$ cat src/design/hci_tcdm_pkg.sv
package hci_tcdm_pkg;

  // TCDM port geometry
  localparam int unsigned DW   = 64;
  localparam int unsigned BW   = 8;
  localparam int unsigned AW   = 12;
  localparam int unsigned UW   = 2;
  localparam int unsigned IW   = 4;
  localparam int unsigned BE_W = DW / BW;

  // word memory behind the port
  localparam int unsigned MEM_WORDS = 512;
  localparam int unsigned OFFS_W    = $clog2(DW / BW);
  localparam int unsigned IDX_W     = $clog2(MEM_WORDS);

  // error counters and their APB window
  localparam int unsigned CNT_W  = 16;
  localparam int unsigned APB_AW = 12;
  localparam int unsigned APB_DW = 32;

  // response opcode
  typedef enum logic {
    // request carried out
    OPC_OK  = 1'b0,
    // request dropped, metadata beyond repair
    OPC_ERR = 1'b1
  } hci_opc_e;

endpackage

$ cat src/design/hci_ecc_pkg.sv
package hci_ecc_pkg;
  import hci_tcdm_pkg::*;

  // data is protected in independent chunks
  localparam int unsigned CHUNK_SIZE = 32;
  localparam int unsigned N_CHUNK    = DW / CHUNK_SIZE;
  localparam int unsigned MAX_ERR    = $clog2(N_CHUNK) + 1;

  // metadata words: {add, wen, be, user} and {opc, user}
  localparam int unsigned RQMETAW = AW + 1 + BE_W + UW;
  localparam int unsigned RSMETAW = 1 + UW;

  // SEC-DED check widths
  localparam int unsigned EW_DW     = $clog2(CHUNK_SIZE) + 2;
  localparam int unsigned EW_RQMETA = $clog2(RQMETAW) + 2;
  localparam int unsigned EW_RSMETA = $clog2(RSMETAW) + 2;
  localparam int unsigned EW        = N_CHUNK * EW_DW + EW_RQMETA;
  localparam int unsigned ZEROBITS  = EW_RQMETA - EW_RSMETA;

  localparam int unsigned N_ERR_CNT = 4;
  localparam int unsigned COL_W     = 8;

  // i-th odd-weight (>= 3) vector of prot_w bits, ascending
  function automatic logic [COL_W-1:0] hsiao_col(input int unsigned prot_w,
                                                 input int unsigned idx);
    int unsigned found;
    int unsigned wgt;
    logic [COL_W-1:0] col;
    found = 0;
    col   = '0;
    for (int unsigned v = 1; v < (1 << prot_w); v++) begin
      wgt = $countones(v);
      if ((wgt % 2 == 1) && (wgt >= 3)) begin
        if (found == idx) col = COL_W'(v);
        found++;
      end
    end
    return col;
  endfunction

endpackage

$ cat src/design/ecc_err_regs.sv
module ecc_err_regs
  import hci_tcdm_pkg::*;
  import hci_ecc_pkg::*;
(
  input  logic               clk_i,
  input  logic               rst_n_i,
  input  logic               acc_i,
  input  logic [MAX_ERR-1:0] data_single_err_i,
  input  logic [MAX_ERR-1:0] data_multi_err_i,
  input  logic               meta_single_err_i,
  input  logic               meta_multi_err_i,
  input  logic [APB_AW-1:0]  paddr_i,
  input  logic               psel_i,
  input  logic               penable_i,
  input  logic               pwrite_i,
  input  logic [APB_DW-1:0]  pwdata_i,
  output logic [APB_DW-1:0]  prdata_o,
  output logic               pready_o,
  output logic               pslverr_o
);

  logic [N_ERR_CNT-1:0][CNT_W-1:0] cnt_q;
  logic [N_ERR_CNT-1:0][CNT_W-1:0] inc;
  logic [1:0]                      sel_idx;
  logic                            addr_ok;
  logic                            apb_acc;
  logic                            apb_clr;

  function automatic logic [CNT_W-1:0] sat_add(input logic [CNT_W-1:0] a,
                                               input logic [CNT_W-1:0] b);
    logic [CNT_W:0] sum;
    sum = {1'b0, a} + {1'b0, b};
    return sum[CNT_W] ? '1 : sum[CNT_W-1:0];
  endfunction

  // counter order matches the register offsets
  assign inc[0] = CNT_W'(data_single_err_i);
  assign inc[1] = CNT_W'(data_multi_err_i);
  assign inc[2] = CNT_W'(meta_single_err_i);
  assign inc[3] = CNT_W'(meta_multi_err_i);

  // word aligned offsets 0x0 to 0xc only
  assign sel_idx = paddr_i[3:2];
  assign addr_ok = (paddr_i[APB_AW-1:4] == '0) && (paddr_i[1:0] == 2'b00);
  assign apb_acc = psel_i & penable_i;

  // any write clears the addressed counter regardless of the data
  assign apb_clr = apb_acc & pwrite_i & addr_ok;

  always_ff @(posedge clk_i) begin
    if (!rst_n_i) begin
      cnt_q <= '0;
    end else begin
      for (int c = 0; c < N_ERR_CNT; c++) begin
        if (apb_clr && (sel_idx == 2'(c))) begin
          cnt_q[c] <= '0;
        end else if (acc_i) begin
          cnt_q[c] <= sat_add(cnt_q[c], inc[c]);
        end
      end
    end
  end

  // no wait states
  assign pready_o  = apb_acc;
  assign pslverr_o = apb_acc & ~addr_ok;
  assign prdata_o  = addr_ok ? APB_DW'(cnt_q[sel_idx]) : '0;

endmodule

$ cat config.mk
export PLATFORM = sky130hd
export DESIGN_NAME = ecc_err_regs
export DESIGN_NICKNAME = d
export VERILOG_FILES = /design/src/design/hci_tcdm_pkg.sv /design/src/design/hci_ecc_pkg.sv /design/src/design/ecc_err_regs.sv
export SDC_FILE = /design/constraint.sdc
export NUM_CORES = 1
export LEC_CHECK = 0
export BUFFER_PORTS_ARGS = -buffer_cell sky130_fd_sc_hd__buf_2
export CORE_UTILIZATION = 56
export CTS_BUF_LIST = sky130_fd_sc_hd__clkbuf_2 sky130_fd_sc_hd__clkbuf_4 sky130_fd_sc_hd__clkbuf_8
export DETAILED_ROUTE_END_ITERATION = 8
export GPL_TIMING_DRIVEN = 0
export PLACE_DENSITY = 0.91
export SYNTH_ARGS = -nofsm -noshare
export SYNTH_HDL_FRONTEND = slang
export SYNTH_SLANG_ARGS = --single-unit
export TNS_END_PERCENT = 100
$ cat constraint.sdc
create_clock -name clk_i -period 2.45 [get_ports clk_i]
set_input_delay 0.245 -clock clk_i [delete_from_list [all_inputs] [get_ports clk_i]]
set_output_delay 0.245 -clock clk_i [all_outputs]
set_load 0.02 [all_outputs]
=== Word level (Yosys, flattened, before mapping) ===
Cells that the tools add are included.

* Output and inout bits: 34
* Bits of input ports: 56
* Word-level logic and storage cells: 37
* Bits in registers: 64

* Multiplexer cells: 7
* Order comparisons: 1
* Equal/unequal tests: 3
* Bitwise gates (word level): 6
* Add/subtract/negate cells: 4
* Reduce and logical (&&, ||, !) cells: 12

{| class="wikitable"
|+ Operators with widths
! kind !! count
|-
| $mux 16 || 6
|-
| $add 16x1->17 || 2
|-
| $add 16x2->17 || 2
|-
| $bmux 16 s2 || 1
|-
| $logic_not 8->1 || 1
|-
| $reduce_or 2->1 || 4
|-
| $logic_and 1x1->1 || 5
|-
| $and 1x1->1 || 4
|-
| $eq 2x2->1 const B || 2
|-
| $logic_not 2->1 || 2
|-
| $lt 2x3->1 const B || 1
|-
| $eq 2x1->1 const B || 1
|-
| $not 1->1 || 2
|}

=== Depth between registers and ports, before layout ===
* Depth in word-level cells: 5
* Mapped depth: 8

=== Worst setup path before layout ===
Ideal clock, no wire load.

* Path type: flip-flop to flip-flop
* From: register cnt_q[16] (netlist bit)
* To: register cnt_q[28] (netlist bit)
* Stages on the path, launching flop included: 9
* Setup slack: 0.304 ns
* Data arrival time: 2.029 ns
* Period minus slack after synthesis: 2.146 ns
* Cell sequence: dfxtp_1 -> ha_1 -> inv_1 -> fa_1 -> and4b_1 -> nand4_1 -> or4b_1 -> o21ai_0 -> nor2_1

* Word-level cells in the longest chain between the ends: 2

{| class="wikitable"
|+ Ends and longest elaborated chain
! item !! RTL line !! text
|-
| start: declaration || ecc_err_regs.sv:22 || <nowiki>logic [N_ERR_CNT-1:0][CNT_W-1:0] cnt_q;</nowiki>
|-
| start signal: indexed assignment || ecc_err_regs.sv:58 || <nowiki>cnt_q[c] <= sat_add(cnt_q[c], inc[c]);</nowiki>
|-
| $add 16x2->17 || ecc_err_regs.sv:32 || <nowiki>sum = {1'b0, a} + {1'b0, b};</nowiki>
|-
| $mux 16 || ecc_err_regs.sv:33 || <nowiki>return sum[CNT_W] ? '1 : sum[CNT_W-1:0];</nowiki>
|}

Every way passes these cells.
A chain may end at the register's enable or synchronous reset.

=== Worst setup path in the final report ===
Ends and elaborated chain as after synthesis.

==> flow_summary.yaml <==
outcome:
  status: "finished clean"
final_layout:
  post_route_cells_drive_above_1_share: 0.228
  diodes: 0
  fillCellCount: 512
  syn_to_final_growth_pct: 15.8
  regMostFlops: "cnt_q"
  largest_reg_flops: 64
  final_util: 0.674
  final_cells: 559
  top_regs: "cnt_q: 64 flops"
  layout.nets: 543
clocking:
  clkSinkCount: 64
  clk_latency_ns: 0.35
  cts_tree: "yes"
  cts_hold_buf: 0
  h-tree-depth: 3
  cts_buffer_depth: 2
  clk_pin_slew_ns: 0.07
  cts_buffers: 9
  root_buffer: "clkbuf_8"
synth:
  yosysTopAreaCell: "dfxtp_1"
  yosysSeqAreaShare: 0.345
  synthArstFlopShare: 0
  yosysMostFrequentCell: "dfxtp_1"
  synth.distinct_cells: 44
  netlist_instances: 410
  synth-seq-cells: 64
  synthTopCellsByArea: "dfxtp_1, mux4_2, a21oi_1, xnor2_1, xor2_1"
  synth_common_cells: "dfxtp_1, a21oi_1, nand2_1"
  synth_edf_count: 0
  synth_area_sq_um: 3720
  ys.flop_type: "dfxtp_1"
  ys_warn_count: 0
  synth_top_area_frac: 0.345
  synth_area_per_cell_sq_um: 9.06
run:
  drv_cap: 0
sta:
  slew_viol_final: 0
  finalCritPeriodShare: 0.989
  skew_ns: 0.00786
  fmax_mhz: 413
  final_hold_viol_count: 0
  tightest_slew_ns: 0.789
  fin_crit_ns: 2.42
  maxSlewHeadroom: 0.469
  setup_viol: 0
route:
  vias: 3330
  vias_per_cell: 5.96
  wl_um: 9060
  drt_iter0_drc: 349
  ant_nets: 0
  drcViolationCount: 0
  detail_route.first_pass.iterations: 5
  avgRoutedWirePerCell_um: 16.2
placement:
  numPortBuffers: 39
  dp_hpwl_um: 6670
  gp_congestion: 0.886
  place_inst: 541
worst_setup_path:
  crit_required_ns: 2.69
  rr_worst_depth: 8
  regToRegEndpoint: "cnt_q[28]"
  worstReg2RegStart: "cnt_q[16]"
  crit_type: "flip-flop to flip-flop"
  critPathLaunchType: "flip-flop"
  arrival_ns: 2.66
  r2r_slack_ns: 0.03
  crit_fanout: 5
  crit_path_end_kind: "flip-flop"
floorplanning:
  die_w_um: 83.5
  row_count: 29
  initial_core_util: 0.582
  core_area_sq_um: 6390
  pin_count: 90
  die_area_sq_um: 6970
  fp.dieH_um: 83.5
power:
  swShare: 0.240
  comb_power_share: 0.089
  internal-power_mw: 1.69
  p_switching_mw: 0.534
  p_leak_nw: 1.67
  ir_drop_v: 0.000423
  power_frac_clock: 0.429
  p_per_area_nw_per_um2: 517
  pwr-share-seq: 0.482
global_routing:
  grt_max_degree: 11
  overflow: 0
  grt_usage: 0.270
  antenna_found_initial: 0
  grt_pass1_vias: 3142
  grt_pass1_wl_um: 15000
min_path:
  hold_path_class: "input port to flip-flop"
  min_to: "cnt_q[3]"
  min_from: "rst_n_i"
  min_path_cells: 3
cell usage in the layout (no fill, tap or decap), drive strengths merged, types with 9 or more instances in the layout:
master / netlist / final
buf: 27 / 68
dfxtp: 64 / 64
a21oi: 52 / 52
nand2: 31 / 31
nor2: 24 / 24
xnor2: 22 / 22
xor2: 20 / 20
nand3: 19 / 19
clkbuf: 6 / 19
nor2b: 18 / 18
mux4: 16 / 16
conb: 1 / 16
nor3: 15 / 15
nand4: 13 / 13
and3: 13 / 13
inv: 9 / 9
power groups by stage:
stage / registers, mW / logic (mW) / clock network, mW
2_1_floorplan: 1.09 / 0.149 / 0
3_3_place_gp: 1.09 / 0.186 / 0
3_5_place_dp: 1.09 / 0.193 / 0
4_1_cts: 1.07 / 0.195 / 0.965
5_1_grt: 1.07 / 0.218 / 1.01
6_report: 1.07 / 0.198 / 0.954
per-stage QoR:
step	setup slack [ns]	hold slack [ns]	power (mW)	TNS [ns]	instance area (sq um)
3_3_place_gp	0.128	0.502	1.28	0	4060
5_1_grt	-0.0606	0.248	2.30	-0.0965	4300
3_5_place_dp	0.0787	0.520	1.29	0	4060
6_report	0.0276	0.251	2.22	0	4300
2_1_floorplan	0.304	0.402	1.24	0	3770
4_1_cts	0.0178	0.229	2.23	0	4270
kinds of logic after synthesis:
kind of cell / after synthesis / synth area share
XOR/XNOR: 42 / 0.0990
multiplexers: 24 / 0.119
AO/OA/AOI/OAI: 70 / 0.112
buffers and inverters: 42 / 0.0630
other: 1 / 0.00101
adder cells (fa/ha/maj): 10 / 0.0377
AND/OR/NAND/NOR: 157 / 0.224
flip-flops: 64 / 0.345
worst max-delay path: stages (launching register included):
cell and delay (ns):
dfxtp_2 0.36, ha_2 0.19, inv_1 0.05, fa_2 0.37, and4b_1 0.30, nand4_1 0.25
or4b_1 0.62, o21ai_0 0.12, nor2_1 0.06
final cells by class:
cell class                      instances  area, sq um  area share
Buffer                                 33          200      0.0465
Clock buffer                           13          166      0.0387
Clock inverter                          3         40.0     0.00931
Inverter                                9         33.8     0.00785
Multi-Input combinational cell        319         2270       0.528
Sequential cell                        64         1280       0.298
Tap cell                               77         96.3      0.0224
Timing Repair Buffer                   41          210      0.0489
metal layers:
| metal | vias to the layer above | global-route usage | part of all wire |
|---|---|---|---|
| met5 | - | 0 | 0 |
| met2 | 127 | 0.481 | 0.52 |
| met3 | 19 | 0.0673 | 0.062 |
| li1 | 1585 | - | - |
| met4 | 0 | 0.0770 | 0.014 |
| met1 | 1599 | 0.323 | 0.40 |
worst max path at each step:
stage | slack (ns) | end | cells past startpoint | startpoint
6_report | 0.03 | cnt_q[28] | 8 | cnt_q[16]
5_1_grt | -0.06 | cnt_q[28] | 8 | cnt_q[16]
4_1_cts | 0.02 | cnt_q[28] | 8 | cnt_q[16]
3_5_place_dp | 0.08 | cnt_q[28] | 8 | cnt_q[16]
3_3_place_gp | 0.13 | cnt_q[28] | 8 | cnt_q[16]
2_1_floorplan | 0.30 | cnt_q[28] | 8 | cnt_q[16]
repair_timing:
item,4_1_cts,5_1_grt
setup endpoints to repair,0,17
setup buffers,0,2
gates resized for setup,0,5
No activity file was read; power rests on OpenSTA's default activity.
