### src/design/hci_tcdm_pkg.sv
package hci_tcdm_pkg;

  // TCDM port geometry
  localparam int unsigned DW   = 64;
  localparam int unsigned BW   = 8;
  localparam int unsigned AW   = 12;
  localparam int unsigned UW   = 2;
  localparam int unsigned IW   = 4;
  localparam int unsigned BE_W = DW / BW;

  // word memory behind the port
  localparam int unsigned MEM_WORDS = 512;
  localparam int unsigned OFFS_W    = $clog2(DW / BW);
  localparam int unsigned IDX_W     = $clog2(MEM_WORDS);

  // error counters and their APB window
  localparam int unsigned CNT_W  = 16;
  localparam int unsigned APB_AW = 12;
  localparam int unsigned APB_DW = 32;

  // response opcode
  typedef enum logic {
    // request carried out
    OPC_OK  = 1'b0,
    // request dropped, metadata beyond repair
    OPC_ERR = 1'b1
  } hci_opc_e;

endpackage

### src/design/hci_ecc_pkg.sv
package hci_ecc_pkg;
  import hci_tcdm_pkg::*;

  // data is protected in independent chunks
  localparam int unsigned CHUNK_SIZE = 32;
  localparam int unsigned N_CHUNK    = DW / CHUNK_SIZE;
  localparam int unsigned MAX_ERR    = $clog2(N_CHUNK) + 1;

  // metadata words: {add, wen, be, user} and {opc, user}
  localparam int unsigned RQMETAW = AW + 1 + BE_W + UW;
  localparam int unsigned RSMETAW = 1 + UW;

  // SEC-DED check widths
  localparam int unsigned EW_DW     = $clog2(CHUNK_SIZE) + 2;
  localparam int unsigned EW_RQMETA = $clog2(RQMETAW) + 2;
  localparam int unsigned EW_RSMETA = $clog2(RSMETAW) + 2;
  localparam int unsigned EW        = N_CHUNK * EW_DW + EW_RQMETA;
  localparam int unsigned ZEROBITS  = EW_RQMETA - EW_RSMETA;

  localparam int unsigned N_ERR_CNT = 4;
  localparam int unsigned COL_W     = 8;

  // i-th odd-weight (>= 3) vector of prot_w bits, ascending
  function automatic logic [COL_W-1:0] hsiao_col(input int unsigned prot_w,
                                                 input int unsigned idx);
    int unsigned found;
    int unsigned wgt;
    logic [COL_W-1:0] col;
    found = 0;
    col   = '0;
    for (int unsigned v = 1; v < (1 << prot_w); v++) begin
      wgt = $countones(v);
      if ((wgt % 2 == 1) && (wgt >= 3)) begin
        if (found == idx) col = COL_W'(v);
        found++;
      end
    end
    return col;
  endfunction

endpackage

### src/design/hsiao_ecc_enc.sv
module hsiao_ecc_enc
  import hci_ecc_pkg::*;
#(
  parameter int unsigned DataWidth = 32,
  parameter int unsigned ProtWidth = 7
) (
  input  logic [DataWidth-1:0]           data_i,
  output logic [DataWidth+ProtWidth-1:0] code_o
);

  // parity check matrix, one column per data bit
  logic [DataWidth-1:0][ProtWidth-1:0] h_cols;
  logic [ProtWidth-1:0]                chk;

  for (genvar i = 0; i < DataWidth; i++) begin : gen_cols
    assign h_cols[i] = ProtWidth'(hsiao_col(ProtWidth, i));
  end

  // each data bit toggles the check rows its column has set
  always_comb begin
    chk = '0;
    for (int i = 0; i < DataWidth; i++) begin
      chk = chk ^ (h_cols[i] & {ProtWidth{data_i[i]}});
    end
  end

  // checks sit above the data
  assign code_o = {chk, data_i};

endmodule

### src/design/hsiao_ecc_dec.sv
module hsiao_ecc_dec
  import hci_ecc_pkg::*;
#(
  parameter int unsigned DataWidth = 32,
  parameter int unsigned ProtWidth = 7
) (
  input  logic [DataWidth+ProtWidth-1:0] code_i,
  output logic [DataWidth-1:0]           data_o,
  output logic                           single_err_o,
  output logic                           multi_err_o
);

  logic [DataWidth-1:0][ProtWidth-1:0] h_cols;
  logic [DataWidth+ProtWidth-1:0]      recode;
  logic [ProtWidth-1:0]                syndrome;
  logic                                syn_odd;
  logic                                syn_nz;

  for (genvar i = 0; i < DataWidth; i++) begin : gen_cols
    assign h_cols[i] = ProtWidth'(hsiao_col(ProtWidth, i));
  end

  // recompute checks from the received data
  hsiao_ecc_enc #(
    .DataWidth ( DataWidth ),
    .ProtWidth ( ProtWidth )
  ) i_recode (
    .data_i ( code_i[DataWidth-1:0] ),
    .code_o ( recode                )
  );

  assign syndrome = recode[DataWidth+:ProtWidth] ^ code_i[DataWidth+:ProtWidth];
  assign syn_odd  = ^syndrome;
  assign syn_nz   = |syndrome;

  // odd weight means one flipped bit, even nonzero means two
  assign single_err_o = syn_nz & syn_odd;
  assign multi_err_o  = syn_nz & ~syn_odd;

  // flip the data bit whose column equals the syndrome
  // a check bit error has a unit syndrome and matches no column
  always_comb begin
    for (int i = 0; i < DataWidth; i++) begin
      data_o[i] = code_i[i] ^ (syn_odd && (syndrome == h_cols[i]));
    end
  end

endmodule

### src/design/hci_ecc_dec.sv
module hci_ecc_dec
  import hci_tcdm_pkg::*;
  import hci_ecc_pkg::*;
(
  // core side
  input  logic               req_i,
  input  logic [AW-1:0]      add_i,
  input  logic               wen_i,
  input  logic [BE_W-1:0]    be_i,
  input  logic [DW-1:0]      data_i,
  input  logic [UW-1:0]      user_i,
  input  logic [IW-1:0]      id_i,
  input  logic [EW-1:0]      ecc_i,
  input  logic               r_ready_i,
  output logic               gnt_o,
  output logic               r_valid_o,
  output logic [DW-1:0]      r_data_o,
  output hci_opc_e           r_opc_o,
  output logic [UW-1:0]      r_user_o,
  output logic [IW-1:0]      r_id_o,
  output logic [EW-1:0]      r_ecc_o,
  // memory side
  output logic               mem_req_o,
  output logic [AW-1:0]      mem_add_o,
  output logic               mem_wen_o,
  output logic [BE_W-1:0]    mem_be_o,
  output logic [DW-1:0]      mem_data_o,
  output logic [UW-1:0]      mem_user_o,
  output logic [IW-1:0]      mem_id_o,
  output logic               mem_r_ready_o,
  input  logic               mem_gnt_i,
  input  logic               mem_r_valid_i,
  input  logic [DW-1:0]      mem_r_data_i,
  input  hci_opc_e           mem_r_opc_i,
  input  logic [UW-1:0]      mem_r_user_i,
  input  logic [IW-1:0]      mem_r_id_i,
  // per-request error counts
  output logic [MAX_ERR-1:0] data_single_err_o,
  output logic [MAX_ERR-1:0] data_multi_err_o,
  output logic               meta_single_err_o,
  output logic               meta_multi_err_o
);

  logic [N_CHUNK-1:0][EW_DW-1:0]            data_ecc;
  logic [N_CHUNK-1:0]                       chunk_single;
  logic [N_CHUNK-1:0]                       chunk_multi;
  logic [N_CHUNK-1:0][CHUNK_SIZE+EW_DW-1:0] r_data_code;
  logic [N_CHUNK-1:0][EW_DW-1:0]            r_data_ecc;
  logic [RSMETAW+EW_RSMETA-1:0]             r_meta_code;

  // request field: chunk checks above metadata checks
  assign data_ecc = ecc_i[EW-1:EW_RQMETA];

  for (genvar ii = 0; ii < N_CHUNK; ii++) begin : gen_chunk
    hsiao_ecc_dec #(
      .DataWidth ( CHUNK_SIZE ),
      .ProtWidth ( EW_DW      )
    ) i_data_dec (
      .code_i       ( {data_ecc[ii], data_i[ii*CHUNK_SIZE+:CHUNK_SIZE]} ),
      .data_o       ( mem_data_o[ii*CHUNK_SIZE+:CHUNK_SIZE]              ),
      .single_err_o ( chunk_single[ii]                                   ),
      .multi_err_o  ( chunk_multi[ii]                                    )
    );

    // response data re-encoded chunk by chunk
    hsiao_ecc_enc #(
      .DataWidth ( CHUNK_SIZE ),
      .ProtWidth ( EW_DW      )
    ) i_r_data_enc (
      .data_i ( mem_r_data_i[ii*CHUNK_SIZE+:CHUNK_SIZE] ),
      .code_o ( r_data_code[ii]                         )
    );

    assign r_data_ecc[ii] = r_data_code[ii][CHUNK_SIZE+:EW_DW];
  end

  hsiao_ecc_dec #(
    .DataWidth ( RQMETAW   ),
    .ProtWidth ( EW_RQMETA )
  ) i_meta_dec (
    .code_i       ( {ecc_i[EW_RQMETA-1:0], add_i, wen_i, be_i, user_i}   ),
    .data_o       ( {mem_add_o, mem_wen_o, mem_be_o, mem_user_o}          ),
    .single_err_o ( meta_single_err_o                                     ),
    .multi_err_o  ( meta_multi_err_o                                      )
  );

  hsiao_ecc_enc #(
    .DataWidth ( RSMETAW   ),
    .ProtWidth ( EW_RSMETA )
  ) i_r_meta_enc (
    .data_i ( {mem_r_opc_i, mem_r_user_i} ),
    .code_o ( r_meta_code                 )
  );

  // chunks hit by single and double errors
  always_comb begin
    data_single_err_o = '0;
    data_multi_err_o  = '0;
    for (int i = 0; i < N_CHUNK; i++) begin
      data_single_err_o = data_single_err_o + MAX_ERR'(chunk_single[i]);
      data_multi_err_o  = data_multi_err_o + MAX_ERR'(chunk_multi[i]);
    end
  end

  // handshakes and id pass straight through
  assign mem_req_o     = req_i;
  assign gnt_o         = mem_gnt_i;
  assign mem_id_o      = id_i;
  assign mem_r_ready_o = r_ready_i;
  assign r_valid_o     = mem_r_valid_i;
  assign r_data_o      = mem_r_data_i;
  assign r_opc_o       = mem_r_opc_i;
  assign r_user_o      = mem_r_user_i;
  assign r_id_o        = mem_r_id_i;

  assign r_ecc_o = {{ZEROBITS{1'b0}}, r_data_ecc, r_meta_code[RSMETAW+:EW_RSMETA]};

endmodule

### config.mk
export PLATFORM = sky130hd
export DESIGN_NAME = hci_ecc_dec
export DESIGN_NICKNAME = d
export VERILOG_FILES = /design/src/design/hci_tcdm_pkg.sv /design/src/design/hci_ecc_pkg.sv /design/src/design/hsiao_ecc_enc.sv /design/src/design/hsiao_ecc_dec.sv /design/src/design/hci_ecc_dec.sv
export SDC_FILE = /design/constraint.sdc
export NUM_CORES = 1
export LEC_CHECK = 0
export BUFFER_PORTS_ARGS = -buffer_cell sky130_fd_sc_hd__buf_2
export CAP_MARGIN = 20
export CORE_AREA = 2 2 147 149
export DETAILED_ROUTE_END_ITERATION = 10
export DIE_AREA = 0 0 149 151
export SLEW_MARGIN = 25
export SYNTH_ARGS = -nofsm -noshare
export SYNTH_HDL_FRONTEND = slang
export SYNTH_SLANG_ARGS = --single-unit
### constraint.sdc
create_clock -name vclk -period 5
set_input_delay 1 -clock vclk [all_inputs]
set_output_delay 1 -clock vclk [all_outputs]
set_load 0.005 [all_outputs]
# --- Yosys cells after proc, flatten, opt, wreduce, memory -nomap -nowiden ---
# Index checks and enable logic that the tools add are counted.
word_totals:
  register_bits: 0
  output_inout_bits: 193
op_classes:
  addsub: 2
  eq_ne: 87
  bitwise_logic: 247
  reduce_logical: 93
ops:
  columns: ["operator", "count"]
  rows:
  - ["7-bit by 6-bit bitwise XOR with 7-bit output", 64]
  - ["7-bit by 6-bit == test with 1-bit output (second input constant)", 42]
  - ["7-bit bitwise XOR", 27]
  - ["7-bit by 5-bit == test with 1-bit output (second input constant)", 21]
  - ["7-bit by 5-bit bitwise XOR with 7-bit output", 14]
  - ["5-bit bitwise XOR", 18]
  - ["1-bit logical AND", 87]
  - ["1-bit bitwise XOR", 87]
  - ["7-bit == test (second input constant)", 12]
  - ["7-bit by 4-bit == test with 1-bit output (second input constant)", 9]
  - ["6-bit bitwise XOR", 6]
  - ["4-bit bitwise XOR", 7]
  - ["7-bit by 4-bit bitwise XOR with 7-bit output", 4]
  - ["3-bit by 4-bit bitwise XOR with 4-bit output", 6]
  - ["7-bit by 3-bit == test with 1-bit output (second input constant)", 3]
  - ["7-bit OR reduction", 3]
  - ["7-bit parity", 3]
  - ["4-bit by 5-bit bitwise XOR with 5-bit output", 3]
  - ["5-bit by 6-bit bitwise XOR with 6-bit output", 2]
  - ["1-bit bitwise AND", 6]
  - ["1-bit by 1-bit adder with 2-bit output", 2]
  - ["1-bit NOT", 3]

# --- Depth between registers and ports, before layout ---
# Gate-level depths: netlist of the first run.
depth:
  word_depth: 36
  depth_mapped: 12
  mapped_depth_nobuf: 12

# --- Modules after synthesis ---
# Synthesis of the first run repeated with hierarchy kept, for this count alone.
hier_totals:
  hier_cells: 826
  area_unflattened_um2: 6919.1
by_module_without_submodules:
  columns: ["module", "n_inst", "cells_each", "area_each_um2", "seq_area_each_um2"]
  rows:
  - ["hsiao_ecc_enc at gen_chunk[0].i_data_dec.i_recode ...", 4, 92, 864.6, 0.0]
  - ["hsiao_ecc_dec at gen_chunk[0].i_data_dec ...", 2, 108, 735.7, 0.0]
  - ["hsiao_ecc_enc at i_meta_dec.i_recode", 1, 62, 680.7, 0.0]
  - ["hci_ecc_dec", 1, 85, 644.4, 0.0]
  - ["hsiao_ecc_dec at i_meta_dec", 1, 88, 591.8, 0.0]
  - ["hsiao_ecc_enc at i_r_meta_enc", 1, 7, 72.6, 0.0]

# --- Least setup slack after synthesis of the first run ---
# No wires, ideal clock.
synth_timing:
  kind: "input -> output"
  from: "input data_i[32]"
  to: "output mem_data_o[53]"
  arrival_ps: 3689
  t_required_ps: 4000
  path_slack_ps: 311
  stages: 11
  n_path_buf: 1
  path_cell_list: "xor2_1 > xnor3_1 > xnor2_1 > xor2_1 > ha_1 > xnor2_1 > xor2_1 > and3_1 > clkbuf_1 > and3_1 > xor2_1"
synth_via:
  elab_chain_cells: 35
  word_cells_on_any_way: 36
synth_lines:
  columns: ["item", "line", "rtl"]
  rows:
  - ["start, declared", "hci_ecc_dec.sv:10", "input logic [DW-1:0] data_i,"]
  - ["3-bit by 4-bit bitwise XOR with 4-bit output (*)", "hsiao_ecc_enc.sv:23", "chk = chk ^ (h_cols[i] & {ProtWidth{data_i[i]}});"]
  - ["4-bit bitwise XOR (*) (2 in series)", "hsiao_ecc_enc.sv:23", null]
  - ["4-bit by 5-bit bitwise XOR with 5-bit output (*)", "hsiao_ecc_enc.sv:23", null]
  - ["5-bit bitwise XOR (*) (6 in series)", "hsiao_ecc_enc.sv:23", null]
  - ["5-bit by 6-bit bitwise XOR with 6-bit output (*)", "hsiao_ecc_enc.sv:23", null]
  - ["6-bit bitwise XOR (*) (3 in series)", "hsiao_ecc_enc.sv:23", null]
  - ["7-bit by 6-bit bitwise XOR with 7-bit output (*) (11 in series)", "hsiao_ecc_enc.sv:23", null]
  - ["7-bit bitwise XOR (*) (6 in series)", "hsiao_ecc_enc.sv:23", null]
  - ["7-bit bitwise XOR (*)", "hsiao_ecc_dec.sv:32", "assign syndrome = recode[DataWidth+:ProtWidth] ^ code_i[DataWidth+:ProtWidth];"]
  - ["7-bit by 6-bit == test with 1-bit output or 7-bit parity (tied branches)", "hsiao_ecc_dec.sv:44, hsiao_ecc_dec.sv:33", null]
  - ["1-bit logical AND (*)", "hsiao_ecc_dec.sv:44", "data_o[i] = code_i[i] ^ (syn_odd && (syndrome == h_cols[i]));"]
  - ["1-bit bitwise XOR (*)", "hsiao_ecc_dec.sv:44", null]
  - ["end, declared", "hci_ecc_dec.sv:27", "output logic [DW-1:0] mem_data_o,"]
# Mark *: on every way between the ends. The rest lies on a longest branch, timed or not.

# --- Worst setup path in the final report of the first run ---
layout_timing:
  from: "input data_i[16]"
  to: "output mem_data_o[0]"
layout_via:
  elab_chain_cells: 20
  word_cells_on_any_way: 21
layout_lines:
  columns: ["item", "line"]
  rows:
  - ["7-bit by 6-bit bitwise XOR with 7-bit output (*) (10 in series)", "hsiao_ecc_enc.sv:23"]
  - ["7-bit bitwise XOR (*) (6 in series)", "hsiao_ecc_enc.sv:23"]
  - ["7-bit bitwise XOR (*)", "hsiao_ecc_dec.sv:32"]
  - ["7-bit by 3-bit == test with 1-bit output or 7-bit parity (tied branches)", "hsiao_ecc_dec.sv:44, hsiao_ecc_dec.sv:33"]
  - ["1-bit logical AND (*)", "hsiao_ecc_dec.sv:44"]
  - ["1-bit bitwise XOR (*)", "hsiao_ecc_dec.sv:44"]
# Marked as above.

==> flow_metrics.env, run 1 <==
export IMPL_synth_seq_area_share=0
export IMPL_finalHoldWorstSlack_ns=2.000
export IMPL_dp_hpwl_mm=16.92
export IMPL_post_placement_worst_setup_slack_ns=-0.04277
export IMPL_cp_start_kind="input port"
export IMPL_crit_family="XOR/XNOR gates"
export IMPL_detailed_place_area_um2=7483
export IMPL_post_synth_cell_area_avg_um2=8.281
export IMPL_tightestPinTransition_ns=0.5634
export IMPL_critPathMaxFanout=5
export IMPL_nFlopsAndLatches=0
export IMPL_setup_ws_ns=0.08290
export IMPL_route_antenna_remaining_nets=0
export IMPL_cp_data_required_time_ns=4.00
export IMPL_timing_critical_path_cells="buf_2 > xnor2_1 > xnor3_1 > xnor3_1 > ha_1 > xnor2_2 > xnor2_1 > nor2_2 > buf_4 > and4_1 > xor2_1 > buf_2"
export IMPL_hp_class="input port to output port"
export IMPL_placeableCoreArea_um2=20820
export IMPL_rsz0062_at_grt="yes"
export IMPL_grt_ovfl_total=0
export IMPL_initial_core_utilization=0.2772
export IMPL_timing_max_cap_violations=0
export IMPL_final_period_utilization=0.9834
export IMPL_grt_max_degree=10
export IMPL_pwr_share_clk=0
export IMPL_layout_cells_non_filler=1267
export IMPL_number_of_global_route_vias_before_repair=5253
export IMPL_die_area_um2=22500
export IMPL_setup_violations=0
export IMPL_die_width_um=149
export IMPL_layout_core_utilization=0.3660
export IMPL_combPwrFrac=1.000
export IMPL_power_report_internal_total_mw=2.009
export IMPL_setup_worst_path_end_class="output port"
export IMPL_slew_headroom=0.6236
export IMPL_report_power_total_mw=4.455
export IMPL_yosysUniqueCellTypes=31
export IMPL_timing_critical_path_arrival_ns=3.92
export IMPL_maxSlewViolCount=0
export IMPL_antenna_violations_before_repair=0
export IMPL_timing_fmax_mhz=203.4
export IMPL_vias_per_cell=4.320
export IMPL_final_design_area_no_fill_um2=7621
export IMPL_setup_worst_path_end="mem_data_o[0]"
export IMPL_synth_area_um2=5772
export IMPL_grtUsageTotal=0.1491
export IMPL_layout_drive_gt1_share=0.4254
export IMPL_flow_area_growth_from_synthesis_pct=32.04
export IMPL_crit_path_top_delay_cell="xnor3_1"
export IMPL_run_status="finished clean"
export IMPL_antenna_cells_inserted=0
export IMPL_postRouteWirelength_mm=18.93
export IMPL_gp_congestion=0.8653
export IMPL_share_seq_of_total_power=0
export IMPL_switching_share=0.5490
export IMPL_path_buf_inv=3
export IMPL_detailroute_via_count=5474
export IMPL_timing_critical_path_from="data_i[16]"
export IMPL_timing_hold_worst_start="id_i[2]"
export IMPL_synth_yosys_warnings=0
export IMPL_post_cts_buffers=0
export IMPL_timing_worst_setup_path_type="input port to output port"
export IMPL_design_final_nets=1207
export IMPL_min_path_cells=0
export IMPL_clock_buffer_count=0
export IMPL_peak_ir_drop_on_the_vdd_network_uv=639.2
export IMPL_std_cell_rows=53
export IMPL_pwrdens_nw_per_um2=584.5
export IMPL_chipHeight_um=151
export IMPL_design_portCount=380
export IMPL_routedWlPerCell_um=14.94
export IMPL_sequential_cell_area_um2=0
export IMPL_slowest_delay_ns=0.44
export IMPL_holdBufCountCts=0
export IMPL_grt_pass1_wl_mm=27.11
export IMPL_leakagePower_nw=3.493
export IMPL_cp_depth=12
export IMPL_period_minus_slack_ns=4.917
export IMPL_placed_cells_incl_taps=1267
export IMPL_final_hold_fails=0
export IMPL_first_iter_violations=169
export IMPL_port_buffers=353
export IMPL_power_net_switching_mw=2.446
export IMPL_dr_pass1_iters=5
export IMPL_fin_setup_tns_ns=0
export IMPL_drc_errors=0
export IMPL_synth_cells=697
Yosys cell counts, drive strengths merged:
library cell	number	area [um^2]
inv	13	48.80
conb	1	3.750
and2	6	37.54
mux2i	1	10.01
and4	1	8.760
and3	12	75.07
a211oi	1	7.510
o21ai	2	10.01
nand4	3	18.77
nand3b	3	22.52
nand2	8	30.03
nor2	21	78.83
and2b	1	7.510
ha	26	325.3
xor3	1	23.77
nor3	6	30.03
xor2	80	700.7
buf	83	620.6
nand2b	3	18.77
nand3	68	340.3
a311o	1	10.01
or3b	1	8.760
xnor2	308	2720
clkbuf	11	41.29
or2	1	6.260
xnor3	21	473.0
nor2b	9	56.30
nor3b	2	15.01
a21o	3	22.52
layer usage:
metal  GRT usage  part of all wire  vias up
met2      0.2749              0.51      205
met5           0                 0        -
met1      0.1988              0.43     2543
met3    0.009940             0.056        8
li1            -                 -     2718
met4     0.01048            0.0073        0
power groups by stage:
stage                     clock network (mW)  registers [mW]  logic [mW]
after floorplan                            0               0        2.60
after global placement                     0               0        4.11
after detailed placement                   0               0        4.14
after CTS                                  0               0        4.18
after global routing                       0               0        4.78
final                                      0               0        4.45
cells by family (layout without fill, tap and decap cells):
| family | count (synthesis) | after routing | synth area share |
|---|---|---|---|
| mux | 1 | 1 | 0.001734 |
| other cells | 1 | 3 | 0.0006497 |
| simple gates | 145 | 145 | 0.1307 |
| xor+xnor | 410 | 410 | 0.6787 |
| compound gates | 7 | 7 | 0.008671 |
| buf+inv | 107 | 400 | 0.1231 |
| fa+ha+maj | 26 | 26 | 0.05636 |
layout make-up:
type                       instances  area, um^2
tap                              275       344.1
multi-input combinational        592        5206
fill                            2233       13200
inverter                          13       48.80
timing repair buffer             387        2022
layout by cell type (no fill, tap or decap), drive strengths merged, types with 9 or more instances in the layout:
cell,instances
xnor2,308
nor2b,9
xnor3,21
nand3,68
xor2,80
buf,387
inv,13
nor2,21
and3,12
ha,26
how the worst min path moves through the flow:
stage | to | slack, ns
2_1_floorplan | r_ecc_o[1] | 2.05
3_3_place_gp | gnt_o | 2.00
3_5_place_dp | gnt_o | 2.00
4_1_cts | gnt_o | 2.00
5_1_grt | r_valid_o | 2.00
6_report | mem_id_o[2] | 2.00
repair_timing:
action	CTS	global route
setup endpoints to repair	5	87
pin swaps	0	8
resized for setup	4	29
Note: power is estimated with default switching activity, not from simulation.
==> run 2: changes to the inputs <==
Settings changed: SYNTH_HIERARCHICAL set to 1.
==> run 2 against run 1 <==
Net effect: the run now ends with setup timing left; setup slack worse by 0.45 ns; via count grew 19%; sequential cell count unchanged; global-route usage is 6.8 points higher; critical path type unchanged; first-iteration DRC count rose by 30%; synthesized cell count fell by 3.6%.
==> flow_metrics.env, run 2 <==
export IMPL_final_period_utilization=1.073
export IMPL_min_path_cells=0
export IMPL_placeableCoreArea_um2=20820
export IMPL_routedWlPerCell_um=19.20
export IMPL_violations_in_the_final_reports="setup timing"
export IMPL_drc_errors=0
export IMPL_cp_start_kind="input port"
export IMPL_sequential_cell_area_um2=0
export IMPL_antenna_violations_before_repair=2
export IMPL_clock_buffer_count=0
export IMPL_holdBufCountCts=0
export IMPL_timing_critical_path_cells="buf_8 > xnor2_2 > xnor3_2 > buf_6 > xor2_2 > xnor2_1 > xnor2_1 > inv_1 > ha_4 > xnor3_2 > or4_4 > nor2_2 > xor2_1 > buf_2"
export IMPL_synth_area_um2=5763
export IMPL_die_width_um=149
export IMPL_std_cell_rows=53
export IMPL_power_net_switching_mw=3.861
export IMPL_slew_headroom=0.2675
export IMPL_synth_yosys_warnings=6
export IMPL_grt_ovfl_total=0
export IMPL_pwr_share_clk=0
export IMPL_capture_endpoint_of_the_worst_hold_path="mem_id_o[1]"
export IMPL_hp_class="input port to output port"
export IMPL_timing_worst_setup_path_type="input port to output port"
export IMPL_cp_data_required_time_ns=4.00
export IMPL_dp_hpwl_mm=22.04
export IMPL_setup_ws_ns=-0.3639
export IMPL_timing_fmax_mhz=186.4
export IMPL_share_seq_of_total_power=0
export IMPL_timing_critical_path_arrival_ns=4.36
export IMPL_slowest_delay_ns=0.65
export IMPL_final_design_area_no_fill_um2=10900
export IMPL_peak_ir_drop_on_the_vdd_network_uv=554.9
export IMPL_critPathMaxFanout=6
export IMPL_synth_cells=672
export IMPL_final_hold_fails=0
export IMPL_post_synth_cell_area_avg_um2=8.576
export IMPL_period_minus_slack_ns=5.364
export IMPL_grt_pass1_wl_mm=36.85
export IMPL_most_common_layout_cells="buf_2 (324), buf_4 (200), xnor2_1 (160), xor2_1 (111), xnor2_2 (50)"
export IMPL_design_final_nets=1363
export IMPL_timing_max_cap_violations=0
export IMPL_detailed_place_area_um2=8474
export IMPL_nFlopsAndLatches=0
export IMPL_first_iter_violations=219
export IMPL_design_portCount=380
export IMPL_chipHeight_um=151
export IMPL_vias_per_cell=4.509
export IMPL_grt_max_degree=10
export IMPL_number_of_global_route_vias_before_repair=6494
export IMPL_route_antenna_remaining_nets=0
export IMPL_gp_congestion=0.9462
export IMPL_leakagePower_nw=5.551
export IMPL_timing_hold_worst_start="id_i[1]"
export IMPL_dr_pass1_iters=5
export IMPL_grtUsageTotal=0.2168
export IMPL_combPwrFrac=1.000
export IMPL_path_buf_inv=4
export IMPL_crit_family="XOR/XNOR gates"
export IMPL_layout_cells_most_common="buf_2"
export IMPL_flow_area_growth_from_synthesis_pct=89.08
export IMPL_setup_worst_path_end_class="output port"
export IMPL_postRouteWirelength_mm=27.62
export IMPL_tightestPinTransition_ns=1.095
export IMPL_switching_share=0.5104
export IMPL_detailroute_via_count=6489
export IMPL_placed_cells_incl_taps=1370
export IMPL_crit_path_top_delay_cell="or4_4"
export IMPL_initial_core_utilization=0.2768
export IMPL_report_power_total_mw=7.565
export IMPL_setup_violations=72
export IMPL_power_report_internal_total_mw=3.703
export IMPL_die_area_um2=22500
export IMPL_pwrdens_nw_per_um2=694.2
export IMPL_layout_drive_gt1_share=0.6767
export IMPL_layout_cells_non_filler=1439
export IMPL_run_status="finished, violations left"
export IMPL_port_buffers=353
export IMPL_rsz0062_at_grt="yes"
export IMPL_maxSlewViolCount=0
run 2: power groups by stage:
stage | sequential (mW) | clock [mW] | combinational (mW)
final | 0 | 0.0000000268 | 7.56
after floorplan | 0 | 0 | 2.70
after global routing | 0 | 0.0000000268 | 8.05
after global placement | 0 | 0 | 4.65
after CTS | 0 | 0 | 5.97
after detailed placement | 0 | 0 | 4.69
run 2: routing by layer:
metal / part of all wire / GRT usage / vias to the layer above
met3: 0.068 / 0.03072 / 64
met5: 0.00047 / 0 / -
met1: 0.34 / 0.2293 / 3064
li1: - / - / 3067
met4: 0.042 / 0.06952 / 2
met2: 0.55 / 0.4369 / 292
run 2: area by class of cell:
type                       instances  area, um^2
fill                            1799        9926
multi-input combinational        565        6708
timing repair buffer             578        3767
tap                              275       344.1
inverter                          20       75.07
antenna                            1       2.502
run 2: stage by stage:
step / setup slack, ns / hold WS (ns) / utilization / TNS [ns]
floorplan: 0.0007025 / 2.051 / - / 0
global placement: -0.4649 / 2.000 / 0.4070 / -15.29
detailed placement: -0.4544 / 2.000 / 0.4070 / -16.24
CTS: -0.2948 / 2.000 / 0.4797 / -6.178
global route: -0.4526 / 2.000 / 0.5233 / -23.20
finish: -0.3639 / 2.000 / 0.5233 / -13.30
run 2: what timing repair did:
action | 4_1_cts | 5_1_grt
buffers inserted | 62 | 19
pin swaps | 108 | 85
resized for setup | 192 | 157
setup endpoints to repair | 88 | 93
run 2: worst max path at each step:
stage,slack (ns),from,to,cells past startpoint
after floorplan,0.0007,data_i[39],mem_data_o[60],12
after global placement,-0.46,data_i[46],mem_data_o[59],14
after detailed placement,-0.45,data_i[39],mem_data_o[59],13
after CTS,-0.29,data_i[52],mem_data_o[59],14
after global routing,-0.45,data_i[10],mem_data_o[30],14
final,-0.36,data_i[24],mem_data_o[30],14
